`config.mk`:
```
export PLATFORM = sky130hd
export DESIGN_NAME = exec_ctl_top
export DESIGN_NICKNAME = d
export VERILOG_FILES = /design/src/hw/exec_ctl_pkg.sv /design/src/hw/branch_resolver.sv /design/src/hw/ctl_stage_reg.sv /design/src/hw/exec_ctl_top.sv /design/src/hw/instr_decoder.sv
export SDC_FILE = /design/constraint.sdc
export NUM_CORES = 1
export LEC_CHECK = 0
export ABC_AREA = 1
export BUFFER_PORTS_ARGS = -buffer_cell sky130_fd_sc_hd__buf_2
export CAP_MARGIN = 20
export CORE_UTILIZATION = 40
export CTS_CLUSTER_DIAMETER = 120
export DETAILED_ROUTE_END_ITERATION = 16
export PLACE_DENSITY_LB_ADDON = 0.15
export SKIP_CTS_REPAIR_TIMING = 1
export SLEW_MARGIN = 30
export SYNTH_ARGS = -nofsm -noshare
export SYNTH_HDL_FRONTEND = slang
export SYNTH_SLANG_ARGS = --single-unit
```
`constraint.sdc`:
```
create_clock -name clk -period 2.6 [get_ports clk]
set_clock_uncertainty 0.15 [all_clocks]
set_input_delay 0.78 -clock clk [delete_from_list [all_inputs] [get_ports clk]]
set_output_delay 0.78 -clock clk [all_outputs]
set_load 0.01 [all_outputs]
```
`src/hw/exec_ctl_pkg.sv`:
```
`default_nettype none

package exec_ctl_pkg;

    localparam int xlen = 32;

    typedef logic [xlen-1:0] instr_t;

    // Field view of an R/I-type word
    typedef struct packed {
        logic [6:0] funct7;
        logic [4:0] rs2;
        logic [4:0] rs1;
        logic [2:0] funct3;
        logic [4:0] rd;
        logic [6:0] opcode;
    } instr_fields_t;

    // Major opcodes
    localparam logic [6:0] op_lui    = 7'b0110111;
    localparam logic [6:0] op_auipc  = 7'b0010111;
    localparam logic [6:0] op_jal    = 7'b1101111;
    localparam logic [6:0] op_jalr   = 7'b1100111;
    localparam logic [6:0] op_branch = 7'b1100011;
    localparam logic [6:0] op_load   = 7'b0000011;
    localparam logic [6:0] op_store  = 7'b0100011;
    localparam logic [6:0] op_imm    = 7'b0010011;
    localparam logic [6:0] op_reg    = 7'b0110011;

    // Alternate funct7 selects SUB and the arithmetic shifts
    localparam logic [6:0] f7_base = 7'b0000000;
    localparam logic [6:0] f7_alt  = 7'b0100000;

    typedef enum logic [3:0] {
        alu_and    = 4'b0000,
        alu_or     = 4'b0001,
        alu_xor    = 4'b0010,
        alu_add    = 4'b0011,
        alu_sub    = 4'b0100,
        alu_pass_b = 4'b0110,
        alu_sll    = 4'b0111,
        alu_srl    = 4'b1000,
        alu_sra    = 4'b1010,
        alu_sltu   = 4'b1011,
        alu_slt    = 4'b1100
    } alu_op_t;

    // How the next-PC select is resolved in execute
    typedef enum logic [2:0] {
        br_none = 3'd0,
        br_jump = 3'd1,
        br_eq   = 3'd2,
        br_ne   = 3'd3,
        br_lt   = 3'd4,
        br_ge   = 3'd5
    } br_kind_t;

    // Datapath controls of one instruction
    typedef struct packed {
        logic    a_sel;
        logic    b_sel;
        alu_op_t alu_sel;
        logic    sign;
        logic    br_un;
    } ex_ctl_t;

    typedef struct packed {
        ex_ctl_t  ctl;
        br_kind_t br_kind;
    } stage_ctl_t;

    // Stage contents while in reset
    localparam stage_ctl_t ctl_reset = '{
        ctl: '{a_sel: 1'b0, b_sel: 1'b1, alu_sel: alu_pass_b, sign: 1'b0, br_un: 1'b0},
        br_kind: br_none
    };

    // Unknown encodings
    localparam stage_ctl_t ctl_default = '{
        ctl: '{a_sel: 1'b0, b_sel: 1'b0, alu_sel: alu_and, sign: 1'b0, br_un: 1'b0},
        br_kind: br_none
    };

endpackage

`default_nettype wire

```
`src/hw/branch_resolver.sv`:
```
`timescale 1ns/1ps
`default_nettype none

module branch_resolver
    import exec_ctl_pkg::*;
(
    input  logic     clk,
    input  logic     rst,
    input  br_kind_t br_kind,
    input  logic     br_eq,
    input  logic     br_lt,
    output logic     pc_sel
);

    // Comparator flags belong to the instruction held in execute
    always_comb begin
        case (br_kind)
            br_jump:            pc_sel = 1'b1;
            exec_ctl_pkg::br_eq: pc_sel = br_eq;
            br_ne:              pc_sel = !br_eq;
            exec_ctl_pkg::br_lt: pc_sel = br_lt;
            br_ge:              pc_sel = !br_lt;
            default:            pc_sel = 1'b0;
        endcase
    end

    // No redirect without a branch or jump in the stage
    a_none_no_redirect: assert property (
        @(posedge clk) disable iff (rst)
        (br_kind == br_none) |-> !pc_sel
    ) else $error("branch_resolver: pc_sel high with no branch");

endmodule

`default_nettype wire

```
`src/hw/ctl_stage_reg.sv`:
```
`timescale 1ns/1ps
`default_nettype none

module ctl_stage_reg
    import exec_ctl_pkg::*;
(
    input  logic       clk,
    input  logic       rst,
    input  stage_ctl_t decoded,
    input  instr_t     instruction,
    output stage_ctl_t stage,
    output instr_t     instr_acc
);

    // Execute-stage state, one new instruction per cycle
    always_ff @(posedge clk) begin
        if (rst) begin
            stage     <= ctl_reset;
            instr_acc <= '0;
        end else begin
            stage     <= decoded;
            instr_acc <= instruction;
        end
    end

    // Registered kind must come from a legal decode
    a_kind_legal: assert property (
        @(posedge clk) disable iff (rst)
        stage.br_kind inside {br_none, br_jump, br_eq, br_ne, br_lt, br_ge}
    ) else $error("ctl_stage_reg: illegal branch kind %0d", stage.br_kind);

    // Unsigned compare only for ordered branches
    a_br_un_kind: assert property (
        @(posedge clk) disable iff (rst)
        stage.ctl.br_un |-> stage.br_kind inside {br_lt, br_ge}
    ) else $error("ctl_stage_reg: br_un set for kind %0d", stage.br_kind);

endmodule

`default_nettype wire

```
`src/hw/exec_ctl_top.sv`:
```
`timescale 1ns/1ps
`default_nettype none

module exec_ctl_top
    import exec_ctl_pkg::*;
(
    input  logic    clk,
    input  logic    rst,
    input  instr_t  instruction,
    input  logic    br_eq,
    input  logic    br_lt,
    output ex_ctl_t ctl,
    output logic    pc_sel,
    output instr_t  instr_acc
);

    stage_ctl_t decoded;
    stage_ctl_t stage;

    instr_decoder u_decoder (
        .instruction (instruction),
        .decoded     (decoded)
    );

    ctl_stage_reg u_stage (
        .clk         (clk),
        .rst         (rst),
        .decoded     (decoded),
        .instruction (instruction),
        .stage       (stage),
        .instr_acc   (instr_acc)
    );

    // Resolved from the registered kind
    branch_resolver u_resolver (
        .clk     (clk),
        .rst     (rst),
        .br_kind (stage.br_kind),
        .br_eq   (br_eq),
        .br_lt   (br_lt),
        .pc_sel  (pc_sel)
    );

    assign ctl = stage.ctl;

endmodule

`default_nettype wire

```
`src/hw/instr_decoder.sv`:
```
`timescale 1ns/1ps
`default_nettype none

module instr_decoder
    import exec_ctl_pkg::*;
(
    input  instr_t     instruction,
    output stage_ctl_t decoded
);

    instr_fields_t f;
    logic          imm_alt;
    logic          imm_ok;
    logic          reg_alt;
    logic          reg_ok;

    // funct3 to ALU op, shared by OP-IMM and OP
    function automatic alu_op_t funct3_alu(input logic [2:0] funct3, input logic alt);
        alu_op_t op;
        case (funct3)
            3'b000:  op = alt ? alu_sub : alu_add;
            3'b001:  op = alu_sll;
            3'b010:  op = alu_slt;
            3'b011:  op = alu_sltu;
            3'b100:  op = alu_xor;
            3'b101:  op = alt ? alu_sra : alu_srl;
            3'b110:  op = alu_or;
            default: op = alu_and;
        endcase
        return op;
    endfunction

    assign f = instr_fields_t'(instruction);

    // Only SRAI may use the alternate funct7 in OP-IMM
    assign imm_alt = (f.funct3 == 3'b101) && (f.funct7 == f7_alt);

    always_comb begin
        case (f.funct3)
            3'b001:  imm_ok = (f.funct7 == f7_base);
            3'b101:  imm_ok = (f.funct7 == f7_base) || imm_alt;
            default: imm_ok = 1'b1;
        endcase
    end

    // SUB and SRA are the only alternates in OP
    assign reg_alt = (f.funct7 == f7_alt);
    assign reg_ok  = (f.funct7 == f7_base) || (reg_alt && f.funct3 inside {3'b000, 3'b101});

    always_comb begin
        decoded = ctl_default;
        case (f.opcode)
            op_lui: begin
                decoded.ctl.b_sel   = 1'b1;
                decoded.ctl.alu_sel = alu_pass_b;
            end
            op_auipc: begin
                decoded.ctl.a_sel   = 1'b1;
                decoded.ctl.b_sel   = 1'b1;
                decoded.ctl.alu_sel = alu_add;
            end
            op_jal: begin
                decoded.ctl.a_sel   = 1'b1;
                decoded.ctl.b_sel   = 1'b1;
                decoded.ctl.alu_sel = alu_add;
                decoded.ctl.sign    = 1'b1;
                decoded.br_kind     = br_jump;
            end
            op_jalr: begin
                if (f.funct3 == 3'b000) begin
                    decoded.ctl.b_sel   = 1'b1;
                    decoded.ctl.alu_sel = alu_add;
                    decoded.ctl.sign    = 1'b1;
                    decoded.br_kind     = br_jump;
                end
            end
            op_branch: begin
                case (f.funct3)
                    3'b000:         decoded.br_kind = br_eq;
                    3'b001:         decoded.br_kind = br_ne;
                    3'b100, 3'b110: decoded.br_kind = br_lt;
                    3'b101, 3'b111: decoded.br_kind = br_ge;
                    default:        decoded.br_kind = br_none;
                endcase
                // funct3 bit 1 marks the unsigned compares
                if (decoded.br_kind != br_none) begin
                    decoded.ctl.alu_sel = alu_add;
                    decoded.ctl.br_un   = f.funct3[1];
                end
            end
            op_load: begin
                if (f.funct3 inside {3'b000, 3'b001, 3'b010, 3'b100, 3'b101}) begin
                    decoded.ctl.b_sel   = 1'b1;
                    decoded.ctl.alu_sel = alu_add;
                    decoded.ctl.sign    = !f.funct3[2];
                end
            end
            op_store: begin
                if (f.funct3 inside {3'b000, 3'b001, 3'b010}) begin
                    decoded.ctl.b_sel   = 1'b1;
                    decoded.ctl.alu_sel = alu_add;
                    decoded.ctl.sign    = 1'b1;
                end
            end
            op_imm: begin
                if (imm_ok) begin
                    decoded.ctl.b_sel   = 1'b1;
                    decoded.ctl.alu_sel = funct3_alu(f.funct3, imm_alt);
                    // Sign-extended immediate for ADDI and the logic ops
                    decoded.ctl.sign    = f.funct3 inside {3'b000, 3'b100, 3'b110, 3'b111};
                end
            end
            op_reg: begin
                if (reg_ok) begin
                    decoded.ctl.alu_sel = funct3_alu(f.funct3, reg_alt);
                end
            end
            default: decoded = ctl_default;
        endcase
    end

    always_comb begin
        a_alu_named: assert (decoded.ctl.alu_sel inside {alu_and, alu_or, alu_xor, alu_add,
                alu_sub, alu_pass_b, alu_sll, alu_srl, alu_sra, alu_sltu, alu_slt})
            else $error("instr_decoder: unnamed ALU code %b", decoded.ctl.alu_sel);
    end

endmodule

`default_nettype wire

```
==> impl_metrics.tcl <==
set metrics [dict create \
    status "finished clean" \
    area_delta_synth_final_pct 26.1 \
    hp-class "input port to flop" \
    crit_path_frequent_cell "buf_2" \
    slew_headroom_pct 73.7 \
    grt_max_degree 24 \
    ys_seq_area_share_pct 49.3 \
    synth_fa_ha_area_share_pct 0 \
    slew_viol_final 0 \
    detail-route-antenna-nets 0 \
    synthMuxAreaShare_pct 0 \
    io_buffers 76 \
    antenna_found_initial 0 \
    synth_top_family_by_area "simple AND/OR/NAND/NOR gates" \
    die_x_um 68.1 \
    crit_buf_inv 2 \
    cp_max_fo 2 \
    crit_chain "buf_2 -> a22o_1 -> o21ai_0 -> a21oi_1 -> buf_2" \
    leakagePower_nw 1.23 \
    antenna_cells 0 \
    synth_compound_area_share_pct 5.09 \
    criticalPathCategory "input port to output pin" \
    grt_pass1_wl_mm 5.87 \
    dp_hpwl_mm 2.77 \
    final_hold_viol_count 0 \
    arrival_ps 1430 \
    viasPerCell 4.46 \
    post-route-drc-count 0 \
    synth_fp_nets 272 \
    first_pass_iters 4 \
    synth_cells 236 \
    rsz0062_at_grt "false" \
    synth_cell_types 23 \
    fin_area_um2 2200 \
    tightestPinTransition_ps 394 \
    core_um2 4090 \
    cts_tree "done" \
    final-setup-viol-count 0 \
    p_per_area_nw_per_um2 569 \
    synth-xor-area-share_pct 0 \
    cts_buffers 5 \
    post_dp_cell_area_um2 2120 \
    crit_family "compound AO/OA/AOI/OAI gates" \
    synthesis.area_um2 1750 \
    cp-end-kind "output pin" \
    cts_sinks 43 \
    drt_iter0_markers 56 \
    num_io_pins 77 \
    design.die.area_um2 4630 \
    layout-drive-gt1-share_pct 33.3 \
    rows 23 \
    wl_per_cell_um 9.95 \
    crit_path_max_incr_delay_ps 220 \
    fin_nets 344 \
    gr-total-overflow 0 \
    cts_root_buf "clkbuf_8" \
    gp_congestion 0.874 \
    routed_wl_mm 3.57 \
    cap_violations 0 \
    yosys_warnings 0 \
    start_util_pct 42.7 \
    slowest_stage "a22o_1" \
    path_clk_slew_ps 80 \
    min_period_ps 2360 \
    synth-seq-cells 43 \
    grt.total_usage_pct 17.5 \
    required_ps 1670 \
    start_kind "input port" \
    finalCritPeriodShare_pct 90.8 \
    grt_pass1_vias 1402 \
    tns_ps 0 \
    synthSimpleGateAreaFrac_pct 31.9 \
    peakVddDrop_v 0.000330 \
    max_freq_mhz 424 \
    htree_num_levels 2 \
    clock_path_buffers 2 \
    syn_area_per_cell_um2 7.40 \
    die_h_um 68.1 \
    num_vias 1600 \
]
state kept, by name, summed over array words and instances (netlist names):
register and flops:
u_stage.instr_acc 32, u_stage.stage 11
report_power, final:
part           switching, mW  internal (mW)  leakage [nW]  total, mW
clock                  0.219          0.188        0.0412      0.407
sequential           0.00588          0.688         0.357      0.694
combinational         0.0921         0.0613         0.829      0.153
synth_stat cells:
cell type | n | area [µm²]
nor2_1 | 53 | 199
dfxtp_1 | 43 | 861
inv_1 | 39 | 146
nand2_1 | 34 | 128
nand3_1 | 12 | 60.1
buf_4 | 9 | 67.6
o21ai_0 | 7 | 35.0
nand2_2 | 6 | 37.5
nand4_1 | 5 | 31.3
a21oi_1 | 4 | 20.0
nor2_4 | 4 | 45.0
clkbuf_1 | 3 | 11.3
inv_2 | 3 | 11.3
nor2_2 | 3 | 18.8
nor3_1 | 3 | 15.0
a22o_1 | 1 | 8.76
a41oi_1 | 1 | 8.76
clkinv_1 | 1 | 3.75
nand3_2 | 1 | 10.0
nor4_1 | 1 | 6.26
o211ai_1 | 1 | 7.51
o21ai_2 | 1 | 8.76
or2_2 | 1 | 6.26
metal layers:
layer | track usage [%] | up-vias | share of wire [%]
li1 | - | 848 | -
met1 | 19.4 | 689 | 45
met2 | 29.4 | 58 | 45
met3 | 6.17 | 5 | 8.3
met4 | 8.59 | 0 | 2.1
met5 | 0 | - | 0
path summary, 6_finish.rpt:
path              cells past startpoint  slack [ps]           start                    to
setup / recovery                      5         240           br_eq                pc_sel
hold / removal                        3         530  instruction[8]  u_stage.instr_acc[8]
per-stage QoR:
step           setup WS [ps]  hold WS (ps)  std cells  power [mW]  util (%)
4_1_cts                  235           517        359        1.28      53.9
3_5_place_dp             241           836        351       0.864      51.8
3_3_place_gp             251           828        351       0.862      51.8
5_1_grt                  187           525        359        1.32      53.9
2_1_floorplan            441           737        236       0.796         -
6_report                 239           526        359        1.25      53.9
cell families after synthesis:
| logic type | count (synthesis) |
|---|---|
| flops | 43 |
| simple gates | 123 |
| compound gates | 15 |
| buf+inv | 55 |
cells in the final DEF (no fill, tap or decap), types with 3 or more instances in the layout:
master	n
nor2_2	3
nor3_1	3
buf_2	76
a21oi_1	4
o21ai_0	7
nand2_1	34
dfxtp_1	43
clkbuf_8	5
nand2_2	6
nor2_1	53
nand3_1	12
nor2_4	4
inv_2	3
nand4_1	5
inv_1	39
layout make-up:
class | instances | area, µm²
clock buffer | 6 | 72.6
clock inverter | 2 | 12.5
fill | 413 | 1880
inverter | 43 | 161
multi-input combinational | 138 | 646
sequential | 43 | 861
tap | 50 | 62.6
timing repair buffer | 77 | 388
tightest hold or removal path: stages:
cell and delay [ps]:
buf_2 70, inv_1 30, nor2_1 60
(Power assumes the default switching activity.)
